[config.mk]
export PLATFORM = sky130hd
export DESIGN_NAME = prog_write_queue_flat
export DESIGN_NICKNAME = d
export VERILOG_FILES = /design/src/hw/rom_load_pkg.sv /design/src/hw/prog_bus_if.sv /design/src/hw/prog_write_queue.sv /design/src/flat_wrapper.sv
export SDC_FILE = /design/constraint.sdc
export NUM_CORES = 1
export LEC_CHECK = 0
export BUFFER_PORTS_ARGS = -buffer_cell sky130_fd_sc_hd__clkbuf_2
export CELL_PAD_IN_SITES_DETAIL_PLACEMENT = 2
export CELL_PAD_IN_SITES_GLOBAL_PLACEMENT = 2
export CORE_MARGIN = 4
export CORE_UTILIZATION = 47
export DETAILED_ROUTE_END_ITERATION = 10
export PLACE_DENSITY = 0.81
export SETUP_SLACK_MARGIN = 0.15
export SLEW_MARGIN = 20
export SYNTH_ARGS = -nofsm -noshare
export SYNTH_HDL_FRONTEND = slang
export SYNTH_SLANG_ARGS = --single-unit
[constraint.sdc]
create_clock -name clk -period 6.43 [get_ports clk]
set_clock_uncertainty 0.05 [all_clocks]
set_input_delay 1.286 -clock clk [delete_from_list [all_inputs] [get_ports clk]]
set_output_delay 1.286 -clock clk [all_outputs]
set_load 0.1 [all_outputs]
[src/hw/rom_load_pkg.sv]
// ROM download package: ROM map constants, region codes, PROM strobe type and address views
`default_nettype none

package rom_load_pkg;

    localparam int ADDR_W  = 22;                            // Download byte address width
    localparam int PROG_AW = 22;                            // SDRAM word address width
    localparam int DATA_W  = 8;                             // One byte per download write

    // ROM map, byte addresses as seen by the downloader
    localparam logic [ADDR_W-1:0] SND_START  = 22'h02_8000; // Sound CPU ROM
    localparam logic [ADDR_W-1:0] CHAR_START = 22'h03_0000; // Char tiles, end of sound
    localparam logic [ADDR_W-1:0] MAP_START  = 22'h03_8000; // Background map
    localparam logic [ADDR_W-1:0] SCR_START  = 22'h04_8000; // Scroll tiles
    localparam logic [ADDR_W-1:0] OBJ_START  = 22'h09_8000; // Sprites
    localparam logic [ADDR_W-1:0] ROM_END    = 22'h0D_8000; // PROMs from here on

    localparam int PROM_COUNT = 12;                         // Colour and timing PROMs
    localparam int PROM_AW    = 8;                          // 256 bytes each

    typedef enum logic [2:0] {
        REG_MAIN,                                           // Main CPU and char, linear
        REG_SOUND,                                          // On-chip sound ROM
        REG_MAP,                                            // Reordered map
        REG_SCR,                                            // Scroll, lane from bit 15
        REG_OBJ,                                            // Reordered sprites
        REG_PROM                                            // On-chip PROMs
    } region_e;

    // Bits 0..11 pick a PROM, bit 12 the sound ROM
    typedef logic [PROM_COUNT:0] prom_sel_t;

    typedef struct packed {
        logic [9:0]         hi;                             // Region bits, not decoded here
        logic [3:0]         sel;                            // PROM number
        logic [PROM_AW-1:0] offset;                         // Byte inside the PROM
    } prom_addr_t;

    typedef union packed {
        logic [ADDR_W-1:0] linear;                          // Raw byte address
        prom_addr_t        prom;                            // PROM region view
    } dl_addr_u;

endpackage

`default_nettype wire

[src/hw/prog_bus_if.sv]
// SDRAM programming write bus: one masked byte write with a valid/ready handshake
`timescale 1ns/1ps
`default_nettype none

interface prog_bus_if;

    logic [rom_load_pkg::PROG_AW-1:0] addr;                 // Word address
    logic [rom_load_pkg::DATA_W-1:0]  data;                 // Byte, same on both lanes
    logic [1:0]                       mask;                 // Active low lane enables
    logic                             valid;
    logic                             ready;

    // Producer side, the mapper
    modport src (
        output addr,
        output data,
        output mask,
        output valid,
        input  ready
    );

    // Consumer side, the write queue
    modport dst (
        input  addr,
        input  data,
        input  mask,
        input  valid,
        output ready
    );

endinterface

`default_nettype wire

[src/hw/prog_write_queue.sv]
// Programming write queue as a circular FIFO between the mapper and the SDRAM write port
`timescale 1ns/1ps
`default_nettype none

module prog_write_queue #(
    parameter int DEPTH = 4
) (
    input  wire                                 clk,
    input  wire                                 reset,
    prog_bus_if.dst                             in_bus,
    output logic [rom_load_pkg::PROG_AW-1:0]    out_addr,
    output logic [rom_load_pkg::DATA_W-1:0]     out_data,
    output logic [1:0]                          out_mask,
    output logic                                out_valid,
    input  wire                                 out_ready
);

    localparam int W  = rom_load_pkg::PROG_AW + rom_load_pkg::DATA_W + 2;
    localparam int PW = (DEPTH > 1) ? $clog2(DEPTH) : 1;    // Pointer width
    localparam int CW = $clog2(DEPTH + 1);                  // Count up to DEPTH

    logic [W-1:0]  mem [DEPTH];                             // {addr, data, mask}
    logic [PW-1:0] wr_ptr;
    logic [PW-1:0] rd_ptr;
    logic [CW-1:0] count;
    logic [W-1:0]  head;
    logic          wr;
    logic          rd;

    assign in_bus.ready = (count != CW'(DEPTH));            // Not full
    assign out_valid    = (count != '0);
    assign wr           = in_bus.valid && in_bus.ready;
    assign rd           = out_valid && out_ready;

    assign head     = mem[rd_ptr];
    assign out_addr = head[W-1 -: rom_load_pkg::PROG_AW];
    assign out_data = head[2 +: rom_load_pkg::DATA_W];
    assign out_mask = head[1:0];

    always_ff @(posedge clk) begin
        if (wr)
            mem[wr_ptr] <= {in_bus.addr, in_bus.data, in_bus.mask};
    end

    always_ff @(posedge clk) begin
        if (reset) begin
            wr_ptr <= '0;
            rd_ptr <= '0;
            count  <= '0;
        end else begin
            if (wr)
                wr_ptr <= (wr_ptr == PW'(DEPTH - 1)) ? '0 : wr_ptr + 1'b1;  // Wrap
            if (rd)
                rd_ptr <= (rd_ptr == PW'(DEPTH - 1)) ? '0 : rd_ptr + 1'b1;
            case ({wr, rd})
                2'b10:   count <= count + 1'b1;
                2'b01:   count <= count - 1'b1;
                default: count <= count;                    // Both or neither
            endcase
        end
    end

    // A write into a full queue would push the count past DEPTH
    a_no_overflow: assert property (@(posedge clk) disable iff (reset)
        count <= CW'(DEPTH));

    // Pointers meet whenever the queue is empty
    a_no_underflow: assert property (@(posedge clk) disable iff (reset)
        count == '0 |-> wr_ptr == rd_ptr);

endmodule

`default_nettype wire

[src/flat_wrapper.sv]
// flat-port wrapper written by rule: the top's interface ports become plain ports
module prog_write_queue_flat 
#(
    parameter int DEPTH = 4
)
  (clk, reset, out_addr, out_data, out_mask, out_valid, out_ready, in_bus_addr, in_bus_data, in_bus_mask, in_bus_valid, in_bus_ready);
  prog_bus_if in_bus_i ();
  input  wire clk;
  input  wire reset;
  output logic [rom_load_pkg::PROG_AW-1:0] out_addr;
  output logic [rom_load_pkg::DATA_W-1:0] out_data;
  output logic [1:0] out_mask;
  output logic out_valid;
  input  wire out_ready;
  input wire logic [$bits(in_bus_i.addr)-1:0] in_bus_addr;
  input wire logic [$bits(in_bus_i.data)-1:0] in_bus_data;
  input wire logic [$bits(in_bus_i.mask)-1:0] in_bus_mask;
  input wire logic [$bits(in_bus_i.valid)-1:0] in_bus_valid;
  output wire logic [$bits(in_bus_i.ready)-1:0] in_bus_ready;
  assign in_bus_i.addr = in_bus_addr;
  assign in_bus_i.data = in_bus_data;
  assign in_bus_i.mask = in_bus_mask;
  assign in_bus_i.valid = in_bus_valid;
  assign in_bus_ready = in_bus_i.ready;
  prog_write_queue #(.DEPTH(DEPTH)) u_core (.clk(clk), .reset(reset), .in_bus(in_bus_i), .out_addr(out_addr), .out_data(out_data), .out_mask(out_mask), .out_valid(out_valid), .out_ready(out_ready));
endmodule
---- Yosys cells after proc, flatten, opt, wreduce, memory -nomap -nowiden ----
Memory sizes are Yosys's and may differ from the RTL's. A register that Yosys moved wholly into a read port is not among the register bits.
Index checks and enable logic that the tools add are counted.
word-level totals
  bits in registers ....................... 7
  RAM bits ................................ 128
  input port bits ......................... 36
  word-level logic and storage cells ...... 24
  memories kept ........................... 1
memory list
  name        words  width  rd ports  clocked after Yosys merged registers in  wr ports  RTL line                source
  u_core.mem  4      32     1         1                                        1         prog_write_queue.sv:22  logic [W-1:0] mem [DEPTH];
operators by class
  $add $sub $neg .......................... 4
  equal/unequal tests ..................... 5
  muxes and demuxes ....................... 7
  reductions and logical operators ........ 4
operators by type and width
  operator                                          count
  2-to-1 mux 2 bit                                  4
  == test 2 bit, second input constant              3
  case mux 3 bit (2 select lines)                   1
  adder 2 x 1 -> 2 bit, second input constant       2
  adder 3 x 1 -> 3 bit, second input constant       1
  != test 3 bit, second input constant              1
  nonzero test 3 bit                                1
  subtractor 3 x 1 -> 3 bit, second input constant  1
  == test 2 x 1 -> 1 bit, second input constant     1
  logical AND 1 bit                                 2
  2-to-1 mux 1 bit                                  2
  nonzero test 2 bit                                1

---- Logic depth before layout (Yosys ltp) ----
  depth after elaboration ................. 4
  mapped depth ............................ 9
  gate-level depth less buffers ........... 8

---- Worst setup path before layout ----
OpenSTA, ideal clock, no wires.
  kind .................................... register -> output
  start ................................... register (tool-made name)
  end ..................................... output out_addr[0] in the netlist's numbering
  arrival ................................. 1.441 ns
  data required time ...................... 5.094 ns
  slack ................................... 3.653 ns
  stages on the path, launching flop included .. 4
  path buffers ............................ 2
  cells stage by stage .................... dfxtp_1 buf_2 buf_4 mux4_2
RTL lines
  what              RTL line            source
  end: declaration  flat_wrapper.sv:10  output logic [rom_load_pkg::PROG_AW-1:0] out_addr;

==> results.md <==
- Status: complete, no violations
- Post-DP HPWL: 7610 um
- Synth warnings: 0
- Initial drt markers: between 150 and 200
- Ant. Diodes: 0
- # DRC: 0
- Final critical-path required period: slightly below 4 ns
- Power Dens Cells: slightly above 500 mW/mm2
- Std-Cell Rows: 37
- Core area: 0.0105 mm2
- Post-Route WL: between 10000 and 15000 um
- Area grow syn2layout: 20.0%
- Crit end category: output port
- Clock Latency Late Sink: 0.53 ns
- CTS tree: done
- GRT met1 Usage: around 30%
- Final GP Congestion: 0.691
- GR Util met2: between 30% and 40%
- Post-synth ARST share: 0%
- Clock share of power: between 20% and 30%
- Syn Inst Count: 219
- RSZ-0062 raised after global routing: no
- Post-synthesis cell type count: 26
- Die Width: between 100 and 150 um
- Vias per Instance: around 5.7
- Peak Freq: approximately 250 MHz
- Die area: 0.0126 mm2
- Most frequent cell after synthesis: edfxtp_1
- Antenna Nets Post-Route: 0
- Combinational share of power: 34.3%
- Clk root buf: clkbuf_8
- Met3 Track Usage GR: 6.15%
- P_sw: 1.29 mW
- Final hold vios: 0
- Hold Buf Count CTS: 0
- Pins Over Slew Limit: 0
- Worst slack at placement: around 3.0 ns
- Maximum vdd drop: roughly 0.38 mV
- Initial Utilization: slightly below 50%
- Cell area after synthesis: 0.00510 mm2
- Cell taking the most area after synthesis: edfxtp_1
- Peak fanout along the critical path: 23
- Worst r2r path cells: 8
- GR Util All Layers: 21.8%
- Top post-synthesis cells by count: 128 x edfxtp_1, 32 x mux4_2, 9 x dfxtp_1, 6 x ha_1, 6 x inv_1
- Layer carrying the most global-route usage: met2
- Main synth FF type: edfxtp_1
- Setup violators final: 0
- Worst Slack Setup Final: 2.47 ns
- Sw Share: 41.1%
- Arr. time, crit path: 2.62 ns
- Startpoint Class: flip-flop
- Clock sinks: between 100 and 150
- CTS clk-pin slew, worst paths: 0.07 ns
- Length of the first detailed-routing pass in iterations: 4
- First-pass GRT wire length: 19300 um
- Vias in the first global route: 2734
- Initial antenna violation count: 0
- Post-CTS setup buffer count: 0
- Die H: roughly 110 um
- IO Pins: 70
- Register bit total from synthesis: about 140
- Seq pwr share: between 30% and 40%
- Top post-synthesis cells by area: edfxtp_1 75%, mux4_2 14%, dfxtp_1 3.5%, ha_1 1.5%, and3_2 0.44%
- Pint: roughly 1.8 mW
- CTS buffer count: 17
- Avg Cell Area, Syn: about 23 um2
- DR WL/cell: 28.8 um
- Sequential element share of the synthesized area: just under 80%
- Layout cells sized above 1: 44.8%
- CTS Buffer Depth: 2
- Hold path cells: 2
- Post-CTS resize count: 0
- EDFF count, synth: 128
- Slew HR: 40.1%
- Leak pwr: 2.12 nW
- Tightest Pin Transition: 0.898 ns
- Setup_tns: 0 ns
- Number of max-cap violations: 0
- Synth top area share: 75.4%
- Final net count: around 340
- Via count: 2525
- Largest net degree at the start of global routing: 33
- Crit Path Class: flip-flop to output port
- CP required: between 5 and 6 ns
- Layout Utilization: between 50% and 60%
- I/O Buffers: 69
- GRT Residual Overflow: 0
- Hold crit path type: flip-flop to flip-flop
- H-Tree Depth: 4
- Syn_nets: 262
- Tcrit/Tclk final: between 60% and 70%
## placed cells by master (no fill, tap or decap), types with 3 or more instances in the layout
master,n
edfxtp_1,128
clkbuf_2,69
mux4_2,32
clkbuf_16,16
dfxtp_1,7
inv_1,6
ha_1,6
and3_2,4
nor2_1,4
clkinv_4,4
or3_1,3
a21oi_1,3
clkinvlp_4,3
## path summary, 6_finish.rpt
kind              slack [ns]               to       startpoint
setup / recovery        2.47     out_addr[19]        flip-flop
hold / removal          0.49  u_core.count[2]  u_core.count[2]
setup reg to reg        3.97  u_core.count[2]  u_core.count[2]
hold reg to reg         0.49  u_core.count[2]  u_core.count[2]
## critical path: stages, from the launching register on
cell      delay, ns
dfxtp_2        0.55
buf_4          0.50
mux4_2         0.61
clkbuf_2       0.40
## per-stage QoR
step	hold WS, ns	cells	instance area, um2	power (mW)
6_report	0.489	446	6120	3.14
5_1_grt	0.498	446	6120	3.26
4_1_cts	0.481	446	6120	3.17
3_5_place_dp	0.463	416	5570	2.23
3_3_place_gp	0.437	416	5570	2.20
2_1_floorplan	0.413	219	5100	2.05
## power by group through the flow
stage | registers [mW] | clock network, mW | logic (mW)
floorplan | 1.11 | 0 | 0.935
global placement | 1.14 | 0 | 1.05
detailed placement | 1.16 | 0 | 1.08
CTS | 1.14 | 0.938 | 1.09
global route | 1.15 | 0.987 | 1.12
finish | 1.14 | 0.920 | 1.08
## sequential cells by signal (all words and copies together) (netlist names), named ones only
signal,cells
u_core.mem,128
u_core.count,3
u_core.rd_ptr,2
u_core.wr_ptr,2
## kinds of logic (layout without fill, tap and decap cells)
| kind of cell | count (synthesis) | count (layout) | share of synthesized area, % |
|---|---|---|---|
| AOI/OAI and AO/OA | 7 | 7 | 0.883 |
| and+or+nand+nor | 17 | 17 | 1.99 |
| buffers and inverters | 15 | 106 | 1.50 |
| DFF | 137 | 137 | 78.9 |
| adders and majority gates | 7 | 7 | 1.86 |
| muxes | 34 | 34 | 14.5 |
| xor gates and xnor gates | 2 | 2 | 0.344 |
## layer usage
layer  vias to the layer above  part of all wire (%)  wire length, um
li1                       1071                     -                -
met1                      1361                    45             5760
met2                        77                    49             6310
met3                        16                   4.5              582
met4                         0                   1.5              197
met5                         -                     0                0
## cell type report
type                            count  area [um2]
Clock buffer                       19         422
Clock inverter                     11         128
Fill cell                         866        4340
Inverter                            6        22.5
Multi-Input combinational cell     67        1000
Sequential cell                   137        4030
Tap cell                          136         170
Timing Repair Buffer               70         353
(Power assumes the default switching activity.)
