--- src/hw/rom_load_pkg.sv ---
// ROM download package: ROM map constants, region codes, PROM strobe type and address views
`default_nettype none

package rom_load_pkg;

    localparam int ADDR_W  = 22;                            // Download byte address width
    localparam int PROG_AW = 22;                            // SDRAM word address width
    localparam int DATA_W  = 8;                             // One byte per download write

    // ROM map, byte addresses as seen by the downloader
    localparam logic [ADDR_W-1:0] SND_START  = 22'h02_8000; // Sound CPU ROM
    localparam logic [ADDR_W-1:0] CHAR_START = 22'h03_0000; // Char tiles, end of sound
    localparam logic [ADDR_W-1:0] MAP_START  = 22'h03_8000; // Background map
    localparam logic [ADDR_W-1:0] SCR_START  = 22'h04_8000; // Scroll tiles
    localparam logic [ADDR_W-1:0] OBJ_START  = 22'h09_8000; // Sprites
    localparam logic [ADDR_W-1:0] ROM_END    = 22'h0D_8000; // PROMs from here on

    localparam int PROM_COUNT = 12;                         // Colour and timing PROMs
    localparam int PROM_AW    = 8;                          // 256 bytes each

    typedef enum logic [2:0] {
        REG_MAIN,                                           // Main CPU and char, linear
        REG_SOUND,                                          // On-chip sound ROM
        REG_MAP,                                            // Reordered map
        REG_SCR,                                            // Scroll, lane from bit 15
        REG_OBJ,                                            // Reordered sprites
        REG_PROM                                            // On-chip PROMs
    } region_e;

    // Bits 0..11 pick a PROM, bit 12 the sound ROM
    typedef logic [PROM_COUNT:0] prom_sel_t;

    typedef struct packed {
        logic [9:0]         hi;                             // Region bits, not decoded here
        logic [3:0]         sel;                            // PROM number
        logic [PROM_AW-1:0] offset;                         // Byte inside the PROM
    } prom_addr_t;

    typedef union packed {
        logic [ADDR_W-1:0] linear;                          // Raw byte address
        prom_addr_t        prom;                            // PROM region view
    } dl_addr_u;

endpackage

`default_nettype wire

--- src/hw/prog_bus_if.sv ---
// SDRAM programming write bus: one masked byte write with a valid/ready handshake
`timescale 1ns/1ps
`default_nettype none

interface prog_bus_if;

    logic [rom_load_pkg::PROG_AW-1:0] addr;                 // Word address
    logic [rom_load_pkg::DATA_W-1:0]  data;                 // Byte, same on both lanes
    logic [1:0]                       mask;                 // Active low lane enables
    logic                             valid;
    logic                             ready;

    // Producer side, the mapper
    modport src (
        output addr,
        output data,
        output mask,
        output valid,
        input  ready
    );

    // Consumer side, the write queue
    modport dst (
        input  addr,
        input  data,
        input  mask,
        input  valid,
        output ready
    );

endinterface

`default_nettype wire

--- src/hw/rom_region_mapper.sv ---
// ROM region mapper: sorts download bytes into SDRAM writes or on-chip ROM strobes
`timescale 1ns/1ps
`default_nettype none

module rom_region_mapper (
    input  wire                                clk,
    input  wire                                reset,
    input  wire  [rom_load_pkg::ADDR_W-1:0]    ioctl_addr,
    input  wire  [rom_load_pkg::DATA_W-1:0]    ioctl_data,
    input  wire                                ioctl_wr,
    output logic                               ioctl_ready,
    prog_bus_if.src                            prog,
    output rom_load_pkg::prom_sel_t            prom_we,
    output logic [14:0]                        prom_addr,
    output logic [rom_load_pkg::DATA_W-1:0]    prom_data
);

    localparam int AW = rom_load_pkg::ADDR_W;
    localparam int PW = rom_load_pkg::PROG_AW;

    // Word bases of the reordered regions
    localparam logic [PW-1:0] MAP_BASE = PW'(rom_load_pkg::MAP_START >> 1);
    localparam logic [PW-1:0] SCR_BASE = PW'(rom_load_pkg::SCR_START >> 1);

    rom_load_pkg::dl_addr_u  dl_addr;                       // Same address, two views
    rom_load_pkg::region_e   region;
    rom_load_pkg::prom_sel_t strobe;                        // Next on-chip strobe
    logic [AW-1:0]           snd_off;
    logic [AW-1:0]           map_off;
    logic [AW-1:0]           scr_off;                       // Shared by scroll and object
    logic [PW-1:0]           word_addr;
    logic                    lane_hi;                       // Byte goes to the high lane
    logic [14:0]             chip_addr;
    logic                    is_bulk;
    logic                    accept;

    // Free to take a byte unless a write is stuck at the queue
    assign ioctl_ready = !prog.valid || prog.ready;
    assign accept      = ioctl_wr && ioctl_ready;

    always_comb begin
        dl_addr.linear = ioctl_addr;
        snd_off        = ioctl_addr - rom_load_pkg::SND_START;
        map_off        = ioctl_addr - rom_load_pkg::MAP_START;
        scr_off        = ioctl_addr - rom_load_pkg::SCR_START;
    end

    // Region decode, sound sits inside the main/char window
    always_comb begin
        if (dl_addr.linear < rom_load_pkg::MAP_START) begin
            if (dl_addr.linear >= rom_load_pkg::SND_START &&
                dl_addr.linear <  rom_load_pkg::CHAR_START)
                region = rom_load_pkg::REG_SOUND;
            else
                region = rom_load_pkg::REG_MAIN;
        end else if (dl_addr.linear < rom_load_pkg::SCR_START) begin
            region = rom_load_pkg::REG_MAP;
        end else if (dl_addr.linear < rom_load_pkg::OBJ_START) begin
            region = rom_load_pkg::REG_SCR;
        end else if (dl_addr.linear < rom_load_pkg::ROM_END) begin
            region = rom_load_pkg::REG_OBJ;
        end else begin
            region = rom_load_pkg::REG_PROM;
        end
    end

    // Word address, lane and on-chip strobe per region
    always_comb begin
        word_addr = '0;
        lane_hi   = 1'b0;
        strobe    = '0;
        chip_addr = '0;
        is_bulk   = 1'b1;
        case (region)
            rom_load_pkg::REG_MAIN: begin
                word_addr = {1'b0, ioctl_addr[AW-1:1]};     // Plain halving
                lane_hi   = ioctl_addr[0];
            end
            rom_load_pkg::REG_SOUND: begin
                is_bulk   = 1'b0;
                strobe[rom_load_pkg::PROM_COUNT] = 1'b1;    // Sound ROM bit
                chip_addr = snd_off[14:0];
            end
            rom_load_pkg::REG_MAP: begin
                // Bit 4 becomes the lowest word bit so tile rows sit side by side
                word_addr = MAP_BASE + {1'b0, map_off[AW-1:5], map_off[3:1], map_off[4]};
                lane_hi   = map_off[0];
            end
            rom_load_pkg::REG_SCR: begin
                word_addr = SCR_BASE + {1'b0, scr_off[AW-1:16], scr_off[14:0]};
                lane_hi   = scr_off[15];                    // Upper half goes high lane
            end
            rom_load_pkg::REG_OBJ: begin
                // Offset counted from the scroll start, bit 5 moved down
                word_addr = SCR_BASE + {1'b0, scr_off[AW-1:16], scr_off[14:6],
                                        scr_off[4:1], scr_off[5], scr_off[0]};
                lane_hi   = scr_off[15];
            end
            default: begin                                  // PROM region
                is_bulk   = 1'b0;
                chip_addr = {{(15 - rom_load_pkg::PROM_AW){1'b0}}, dl_addr.prom.offset};
                if (dl_addr.prom.sel < 4'(rom_load_pkg::PROM_COUNT))
                    strobe[dl_addr.prom.sel] = 1'b1;        // Selects 12..15 dropped
            end
        endcase
    end

    // Control state
    always_ff @(posedge clk) begin
        if (reset) begin
            prog.valid <= 1'b0;
            prom_we    <= '0;
        end else begin
            prom_we <= '0;                                  // One cycle pulse
            if (prog.valid && prog.ready)
                prog.valid <= 1'b0;                         // Queue took it
            if (accept) begin
                prog.valid <= is_bulk;
                prom_we    <= strobe;
            end
        end
    end

    // Payload, only loaded when a new byte is taken
    always_ff @(posedge clk) begin
        if (accept && is_bulk) begin
            prog.addr <= word_addr;
            prog.data <= ioctl_data;
            prog.mask <= {!lane_hi, lane_hi};               // Enabled lane reads 0
        end
        if (accept && !is_bulk) begin
            prom_addr <= chip_addr;
            prom_data <= ioctl_data;
        end
    end

    a_prom_onehot: assert property (@(posedge clk) disable iff (reset)
        $onehot0(prom_we));

    // A held write keeps its payload until the handshake
    a_prog_stable: assert property (@(posedge clk) disable iff (reset)
        prog.valid && !prog.ready |=>
            prog.valid && $stable({prog.addr, prog.data, prog.mask}));

endmodule

`default_nettype wire

--- src/flat_wrapper.sv ---
// flat-port wrapper written by rule: the top's interface ports become plain ports
module rom_region_mapper_flat 
  (clk, reset, ioctl_addr, ioctl_data, ioctl_wr, ioctl_ready, prom_we, prom_addr, prom_data, prog_addr, prog_data, prog_mask, prog_valid, prog_ready);
  prog_bus_if prog_i ();
  input  wire clk;
  input  wire reset;
  input  wire  [rom_load_pkg::ADDR_W-1:0] ioctl_addr;
  input  wire  [rom_load_pkg::DATA_W-1:0] ioctl_data;
  input  wire ioctl_wr;
  output logic ioctl_ready;
  output rom_load_pkg::prom_sel_t prom_we;
  output logic [14:0] prom_addr;
  output logic [rom_load_pkg::DATA_W-1:0] prom_data;
  output wire logic [$bits(prog_i.addr)-1:0] prog_addr;
  output wire logic [$bits(prog_i.data)-1:0] prog_data;
  output wire logic [$bits(prog_i.mask)-1:0] prog_mask;
  output wire logic [$bits(prog_i.valid)-1:0] prog_valid;
  input wire logic [$bits(prog_i.ready)-1:0] prog_ready;
  assign prog_addr = prog_i.addr;
  assign prog_data = prog_i.data;
  assign prog_mask = prog_i.mask;
  assign prog_valid = prog_i.valid;
  assign prog_i.ready = prog_ready;
  rom_region_mapper u_core (.clk(clk), .reset(reset), .ioctl_addr(ioctl_addr), .ioctl_data(ioctl_data), .ioctl_wr(ioctl_wr), .ioctl_ready(ioctl_ready), .prog(prog_i), .prom_we(prom_we), .prom_addr(prom_addr), .prom_data(prom_data));
endmodule
--- config.mk ---
export PLATFORM = sky130hd
export DESIGN_NAME = rom_region_mapper_flat
export DESIGN_NICKNAME = d
export VERILOG_FILES = /design/src/hw/rom_load_pkg.sv /design/src/hw/prog_bus_if.sv /design/src/hw/rom_region_mapper.sv /design/src/flat_wrapper.sv
export SDC_FILE = /design/constraint.sdc
export NUM_CORES = 1
export LEC_CHECK = 0
export BUFFER_PORTS_ARGS = -buffer_cell sky130_fd_sc_hd__buf_2
export CELL_PAD_IN_SITES_DETAIL_PLACEMENT = 1
export CELL_PAD_IN_SITES_GLOBAL_PLACEMENT = 2
export CORE_MARGIN = 5
export CORE_UTILIZATION = 34
export CTS_CLUSTER_DIAMETER = 120
export DETAILED_ROUTE_END_ITERATION = 10
export GPL_ROUTABILITY_DRIVEN = 0
export PLACE_DENSITY = 0.88
export SLEW_MARGIN = 20
export SYNTH_ARGS = -nofsm -noshare
export SYNTH_HDL_FRONTEND = slang
export SYNTH_SLANG_ARGS = --single-unit
--- constraint.sdc ---
create_clock -name clk -period 9.94 [get_ports clk]
set_input_delay 1.988 -clock clk [delete_from_list [all_inputs] [get_ports clk]]
set_output_delay 1.988 -clock clk [all_outputs]
set_load 0.05 [all_outputs]
Word-level counts from Yosys, hierarchy flattened
Cells that the tools add are included.
{ "totals": {"register_bits": 69, "inputBits": 34, "out_inout_bits": 70, "elab_cells": 60} }
{ "classes": {"n_addsub": 6, "n_lt_le_gt_ge": 9, "n_eq_ne": 4, "n_mux": 15, "bitwise": 2, "n_reduce_logical": 16} }
{ "op_table": {"columns": ["op", "count"], "rows": [
  ["$pmux 22 s4", 1],
  ["$add 18x21->22 const A", 2],
  ["$lt 22x18->1 const B", 2],
  ["$lt 22x20->1 const B", 2],
  ["$pmux 15 s2", 1],
  ["$add 17x21->22 const A", 1],
  ["$ge 22x18->1 const B", 1],
  ["$lt 22x19->1 const B", 1],
  ["$sub 22x18->22 const B", 1],
  ["$sub 22x19->22 const B", 1],
  ["$sub 15x1->15 const B", 1],
  ["$mux 13", 1],
  ["$mux 3", 3],
  ["$reduce_or 8->1", 1],
  ["$eq 3x2->1 const B", 2],
  ["$logic_and 1x1->1", 6],
  ["$mux 1", 6],
  ["$lt 4x5->1 const B", 1],
  ["$demux 1 s4", 1],
  ["$ge 4x1->1 const B", 1],
  ["$lt 4x4->1 const B", 1],
  ["$reduce_or 2->1", 2],
  ["$reduce_or 4->1", 1],
  ["$eq 3x1->1 const B", 1],
  ["8 further kinds", 11]
]} }

Logic depth before layout (Yosys ltp)
Gate-level depths: netlist of run 1.
{ "logic_depth": {"word_depth": 10, "depth_mapped": 10, "depth_no_buf": 8} }

Worst setup path before layout of run 1
OpenSTA, ideal clock, no wires.
{ "synth_timing": {"path_type": "input -> register", "from": "input port ioctl_addr[17] (netlist name)", "to": "register u_core.prog.addr[0], enable pin", "setup_ns": 0.421, "arrival_time_ns": 4.347, "t_required_ns": 9.519, "slack_ns": 5.172, "stages": 7, "path_buffers": 2, "path_cell_list": "clkbuf_1 a21oi_1 nand3b_1 a21oi_1 a31oi_1 buf_2 nor2_1"} }
{ "synth_via": {"elab_chain_len": 9, "elab_cells_between_ends": 19, "cone_classes": "order compare (6); eq/ne (3); mux (6); reduce/logical (4)"} }
{ "synth_rtl": {"columns": ["item", "line_no", "rtl"], "rows": [
  ["from (decl)", "flat_wrapper.sv:7", "input wire [rom_load_pkg::ADDR_W-1:0] ioctl_addr;"],
  ["$lt 22x20->1", "rom_region_mapper.sv:60", "end else if (dl_addr.linear < rom_load_pkg::ROM_END) begin"],
  ["$mux 1", "rom_region_mapper.sv:60", null],
  ["$mux 3", "rom_region_mapper.sv:58", "end else if (dl_addr.linear < rom_load_pkg::OBJ_START) begin"],
  ["$mux 3", "rom_region_mapper.sv:56", "end else if (dl_addr.linear < rom_load_pkg::SCR_START) begin"],
  ["$mux 3 (*)", "rom_region_mapper.sv:50", "if (dl_addr.linear < rom_load_pkg::MAP_START) begin"],
  ["$eq 3x2->1, or another cell as far along", "rom_region_mapper.sv:74", "case (region)"],
  ["$reduce_or 4->1 (no source line) (*)", null, null],
  ["$mux 1 (*)", "rom_region_mapper.sv:74", null],
  ["$logic_and 1x1->1 (*)", "rom_region_mapper.sv:126", "if (accept && is_bulk) begin"],
  ["to (signal assigned)", "rom_region_mapper.sv:127", "prog.addr <= word_addr;"],
  ["to (decl)", "prog_bus_if.sv:15", "output addr,"]
]} }
Mark *: on every way between the ends. The rest lies on a longest branch, timed or not.
A chain may end at the register's enable or synchronous reset.

Worst setup path in the final report of run 1
{ "layout_timing": {"from": "input port ioctl_addr[21] (netlist name)", "to": "register u_core.prom_addr[4], enable pin"} }
{ "layout_via": {"elab_chain_len": 10, "elab_cells_between_ends": 20, "cone_classes": "order compare (6); eq/ne (3); mux (6); reduce/logical (5)"} }
{ "layout_rtl": {"columns": ["item", "line_no", "rtl"], "rows": [
  ["$lt 22x20->1", "rom_region_mapper.sv:60", null],
  ["$mux 1", "rom_region_mapper.sv:60", null],
  ["$mux 3", "rom_region_mapper.sv:58", null],
  ["$mux 3", "rom_region_mapper.sv:56", null],
  ["$mux 3 (*)", "rom_region_mapper.sv:50", null],
  ["$eq 3x2->1, or another cell as far along", "rom_region_mapper.sv:74", null],
  ["$reduce_or 4->1 (no source line) (*)", null, null],
  ["$mux 1 (*)", "rom_region_mapper.sv:74", null],
  ["$logic_not 1->1 (*)", "rom_region_mapper.sv:131", "if (accept && !is_bulk) begin"],
  ["$logic_and 1x1->1 (*)", "rom_region_mapper.sv:131", null],
  ["to (signal assigned)", "rom_region_mapper.sv:132", "prom_addr <= chip_addr;"],
  ["to (decl)", "rom_region_mapper.sv:14", "output logic [14:0] prom_addr,"]
]} }
Marked as above.

==> results.txt, run 1 <==
Largest net degree at the start of global routing: 24
TritonCTS clock tree: built
Min Tclk post-route: 5.16 ns
Synth cell types: 45
Hold EP: u_core.prog.valid$_SDFFE_PP0P_
Reg area: 1930 um2
VDD IR max: 62.1 uV
Dpl cells: 450
NetSw: 191 uW
Die area: 11000 um2
Vias: 2454
Area growth syn-to-layout: 25.9%
Initial drt markers: 178
Cts hold-fix bufs: 0
Worst Path Max Fanout: 23
Internal power: 473 uW
Dpl hpwl: 6800 um
Max Clock Freq: 194 MHz
Switching fraction of total power: 28.7%
Port Buffers: 103
Worst R2R End: u_core.prog.addr[4]$_DFFE_PP_
Worst hold start: u_core.prog.valid$_SDFFE_PP0P_
Worst-Skew Late Latency: 0.35 ns
Outcome: finished clean
Final Net Count: 391
WP buf/inv: 1
Multi-input gate area: 1020 um2
Yosys reg bits: 69
Post-synthesis sequential area ratio: 62.9%
CP Class: in -> reg
Remaining DRCs: 0
Register share of total power: 49.4%
Gr usage total: 16.7%
Fraction of registers with async set/reset: 0%
First-pass GRT wire length: 14500 um
Worst hold stages: 2
Clk pwr share: 34.6%
Final setup vio count: 0
Cell area after synthesis: 3070 um2
Slew Limit Headroom: 31.7%
Combinational fraction of design power: 16.0%
CTS Buffer Depth: 2
Setup Fix Bufs, Post-CTS: 0
Pleak: 0.00163 uW
Power Dens Cells: 172 nW/um2
CTS root buffer: clkbuf_8
CP cell instances: buf_2 > or2_1 > or4_1 > or4_4 > a31oi_1 > and3_1
R2R Path Start: u_core.prog.valid$_SDFFE_PP0P_
Most frequent cells in the layout: 103 x buf_2, 55 x edfxtp_1, 17 x nor2_1
Max-cap violations: 0
Total Power: 664 uW
Chip height: 105 um
CP max stage delay: 0.96 ns
Worst Skew: 0.0109 ns
Util after Layout: 44.1%
Reg2Reg Setup Slack: 7.78 ns
Chip Width: 105 um
CTS buffer count: 9
Final setup TNS: 0 ns
Ys flop type: edfxtp_1
Finished Layout Cells: 466
Worst r2r path cells: 4
CTS Sinks: 69
# diodes: 0
Top Ports: 104
Post-DR wirelength/cell: 19.7 um
CP required: 9.91 ns
Average size of a mapped cell: 12.1 um2
Hold crit path type: reg -> reg
Commonest non-fill, non-tap cell in the layout: buf_2
Fillers: 979
GRT overflow: 0
Core Area: 8760 um2
Max-slew violations: 0
Cells after synthesis: 254
Total detailed-routing wirelength: 9170 um
Critical path's slowest cell: and3_1
H-tree Lvls: 3
Crit path launch type: input port
Drt first pass iters: 6
Vias per cell: 5.27
Synthesized Nets: 292
Initial antenna violation count: 0
Yosys warning total: 0
Top delay family on crit path: simple AND/OR/NAND/NOR gates
Starting density of the core: 35.0%
Critical Path Sink Type: flip-flop
Fin crit share: 51.9%
Rows: 34
Worst Max-Slew Pin Slew: 1.02 ns
Final hold vios: 0
Post_cts resized: 0
Vias in the first global route: 2496
Layout cells sized above 1: 34.9%
Antenna violation net count after detailed routing: 0
RSZ-0062 raised after global routing: false
Clock-pin slew on the worst setup and hold paths: 0.08 ns
WP data arrival: 5.12 ns
EDFF count, synth: 55
[through the flow]
step	worst slack (ns)	hold WS (ns)	instance area [um2]
floorplan	5.17	1.12	3070
global placement	4.59	0.577	3660
detailed placement	4.42	0.615	3660
CTS	4.79	0.628	3860
global route	4.57	0.648	3860
finish	4.78	0.636	3860
[how the worst max path moves through the flow]
stage / startpoint / to / slack (ns) / cells after the start
2_1_floorplan: ioctl_addr[17] / u_core.prog.addr[0]$_DFFE_PP_ / 5.17 / 7
3_3_place_gp: ioctl_addr[21] / u_core.prom_addr[10]$_DFFE_PP_ / 4.59 / 6
3_5_place_dp: ioctl_addr[21] / u_core.prom_data[6]$_DFFE_PP_ / 4.42 / 6
4_1_cts: ioctl_addr[21] / u_core.prom_addr[11]$_DFFE_PP_ / 4.79 / 6
5_1_grt: ioctl_addr[21] / u_core.prom_addr[14]$_DFFE_PP_ / 4.57 / 6
6_report: ioctl_addr[21] / u_core.prom_addr[4]$_DFFE_PP_ / 4.78 / 6
[power groups by stage]
stage / clock network (uW) / logic [uW] / registers (uW)
after global placement: 0 / 103 / 334
after floorplan: 0 / 37.9 / 371
after detailed placement: 0 / 106 / 335
after CTS: 232 / 107 / 328
after global routing: 252 / 114 / 329
final: 230 / 106 / 328
[logic make-up after synthesis]
kind of cell	share of synthesized area, %
AO/OA/AOI/OAI	11.1
XOR/XNOR	2.57
adder cells (fa/ha/maj)	1.63
buffers and inverters	3.75
flip-flops	62.9
multiplexers	0.326
other	0.122
AND/OR/NAND/NOR	17.6
[per-layer routing]
metal / part of all wire, % / vias up / GRT usage [%]
met3: 7.0 / 8 / 4.69
met5: 0 / - / 0
met2: 49 / 94 / 28.5
li1: - / 1129 / -
met4: 1.3 / 0 / 4.93
met1: 42 / 1223 / 20.5
[final cells by class]
cell class	count	share of cell area [%]
Tap cell	108	3.50
Clock inverter	4	0.712
Timing Repair Buffer	105	13.7
Inverter	10	0.971
Multi-Input combinational cell	158	26.5
Sequential cell	69	50.0
Clock buffer	12	4.60
[flip-flops by register name, indices dropped and copies added (netlist names)]
signal,cells
u_core.prom_addr,15
u_core.prom_data,8
u_core.prom_we,13
u_core.prog.addr,22
u_core.prog.data,8
u_core.prog.mask,2
u_core.prog.valid,1
[cells in the mapped netlist, types with 6 or more instances]
library cell	number	area share, %
a21oi_1	10	1.6
a22o_1	8	2.3
and2_1	10	2.0
clkbuf_1	9	1.1
dfxtp_1	14	9.1
edfxtp_1	55	54
inv_1	10	1.2
nand2_1	13	1.6
nand3b_1	6	1.5
nor2_1	18	2.2
nor2b_1	10	2.0
nor3_1	10	1.6
o21ai_1	7	1.1
[worst register-to-register path: stages (launching register included)]
cell and delay (ns):
dfxtp_1 0.33, nand2b_1 0.17, nand2_1 0.15, nor2_2 0.79, buf_4 0.40
(Power assumes the default switching activity.)
==> run 2, diff against run 1 <==
--- a/config.mk
+++ b/config.mk
@@ -9,11 +9,11 @@
 export CELL_PAD_IN_SITES_DETAIL_PLACEMENT = 1
 export CELL_PAD_IN_SITES_GLOBAL_PLACEMENT = 2
 export CORE_MARGIN = 5
-export CORE_UTILIZATION = 34
+export CORE_UTILIZATION = 28
 export CTS_CLUSTER_DIAMETER = 120
 export DETAILED_ROUTE_END_ITERATION = 10
 export GPL_ROUTABILITY_DRIVEN = 0
-export PLACE_DENSITY = 0.88
+export PLACE_DENSITY = 0.78
 export SLEW_MARGIN = 20
 export SYNTH_ARGS = -nofsm -noshare
 export SYNTH_HDL_FRONTEND = slang
==> constraint.sdc (replaced) <==
create_clock -name clk -period 4.7 [get_ports clk]
set_input_delay 0.94 -clock clk [delete_from_list [all_inputs] [get_ports clk]]
set_output_delay 0.94 -clock clk [all_outputs]
set_load 0.05 [all_outputs]
==> results.txt, run 2 (synthesis results as in run 1) <==
Outcome: finished clean
Util after Layout: 36.4%
End of the critical path: u_core.prom_data[7]$_DFFE_PP_
Slew Limit Headroom: 46.0%
Top Ports: 104
Max-cap violations: 0
Worst Skew: 0.00306 ns
Final Net Count: 393
Rows: 38
Reg2Reg Setup Slack: 2.84 ns
Multi-input gate area: 1020 um2
Port Buffers: 103
Commonest non-fill, non-tap cell in the layout: buf_2
CTS buffer count: 9
Clock-pin slew on the worst setup and hold paths: 0.07 ns
Layout cells sized above 1: 35.3%
CTS Buffer Depth: 2
Gr usage total: 13.2%
Initial antenna violation count: 0
Worst r2r path cells: 4
Cts hold-fix bufs: 0
Crit path launch: ioctl_addr[21]
Largest net degree at the start of global routing: 23
M3 GR Usage: 3.49%
Worst Path Max Fanout: 15
H-tree Lvls: 3
Fin crit share: 76.1%
Vias in the first global route: 2435
Busiest layer in global routing: met2
Max reg flops: 22
Post_cts resized: 0
Core Area: 10800 um2
Most flop-heavy register: u_core.prog.addr
Max-slew violations: 0
Finished Layout Cells: 500
Worst-Skew Late Latency: 0.34 ns
# diodes: 0
Dpl cells: 484
WP data arrival: 3.61 ns
Critical Path Sink Type: flip-flop
GRT overflow: 0
Area growth syn-to-layout: 28.0%
Most frequent cells in the layout: 103 x buf_2, 55 x edfxtp_1, 17 x nor2_1
R2R Path Start: u_core.prog.valid$_SDFFE_PP0P_
Crit path launch type: input port
Hold crit path type: reg -> reg
First-pass GRT wire length: 13100 um
Worst R2R End: u_core.prog.addr[11]$_DFFE_PP_
Final hold vios: 0
Starting density of the core: 28.4%
Final setup vio count: 0
CP Class: in -> reg
Reg area: 1930 um2
Worst hold start: u_core.prog.valid$_SDFFE_PP0P_
Worst Max-Slew Pin Slew: 0.807 ns
Pleak: 0.00165 uW
RSZ-0062 raised after global routing: false
Post-DR wirelength/cell: 17.1 um
Fillers: 1210
Vias: 2388
Max Clock Freq: 280 MHz
Setup Fix Bufs, Post-CTS: 0
Hold slack final: 0.602 ns
Chip height: 115 um
Top Registers: u_core.prog.addr (22), u_core.prom_addr (15), u_core.prom_we (13)
Chip Width: 115 um
CP required: 4.74 ns
Power Dens Cells: 365 nW/um2
Die area: 13200 um2
Vias per cell: 4.78
Remaining DRCs: 0
Final setup TNS: 0 ns
Total Power: 1440 uW
Dpl hpwl: 6390 um
Total detailed-routing wirelength: 8540 um
Drt first pass iters: 6
CTS root buffer: clkbuf_8
VDD IR max: 171 uV
Antenna violation net count after detailed routing: 0
Min Tclk post-route: 3.58 ns
TritonCTS clock tree: built
GRT met2 Usage: 22.0%
CTS Sinks: 69
Met1 Track Usage GR: 16.2%
Initial drt markers: 165
[run 2: cell types whose count changed in the layout (fill, tap and decap cells not counted), sizes merged]
cell,delta
buf,+2
bufinv,+2
clkbuf,-2
[run 2: worst max-delay path, stage by stage]
cell and delay [ns]:
buf_2 0.13, or2_1 0.38, or4_1 0.48, or4_4 0.58, a31oi_1 0.19, buf_4 0.18
and3_1 0.42, buf_4 0.32
[run 2: area by class of cell]
class / instances / area share (%)
clock buffer: 10 / 3.25
clock inverter: 6 / 2.23
inverter: 10 / 0.955
multi-input combinational: 158 / 26.1
sequential: 69 / 49.2
tap: 140 / 4.46
timing repair buffer: 107 / 13.9
[run 2: through the flow]
step	setup slack, ns	area (um2)
2_1_floorplan	0.980	3070
3_3_place_gp	0.905	3710
3_5_place_dp	0.774	3710
4_1_cts	1.14	3930
5_1_grt	1.00	3930
6_report	1.12	3930
[run 2: worst min path at each step]
stage | depth (start not counted) | end
global placement | 2 | u_core.prog.valid$_SDFFE_PP0P_
finish | 2 | u_core.prog.valid$_SDFFE_PP0P_
floorplan | 1 | u_core.prog.valid$_SDFFE_PP0P_
detailed placement | 2 | u_core.prog.valid$_SDFFE_PP0P_
CTS | 2 | u_core.prog.valid$_SDFFE_PP0P_
global route | 2 | u_core.prog.valid$_SDFFE_PP0P_
[run 2: metal layers]
layer | vias to the layer above | routed length, um
met1 | 1142 | 3680
met4 | 0 | 164
met5 | - | 0
met3 | 12 | 675
met2 | 96 | 4020
li1 | 1138 | -
[run 2: report_power, final]
part	total (uW)	switching (uW)	internal, uW
Combinational	225	165	59.9
Clock	517	218	299
Sequential	693	6.33	687
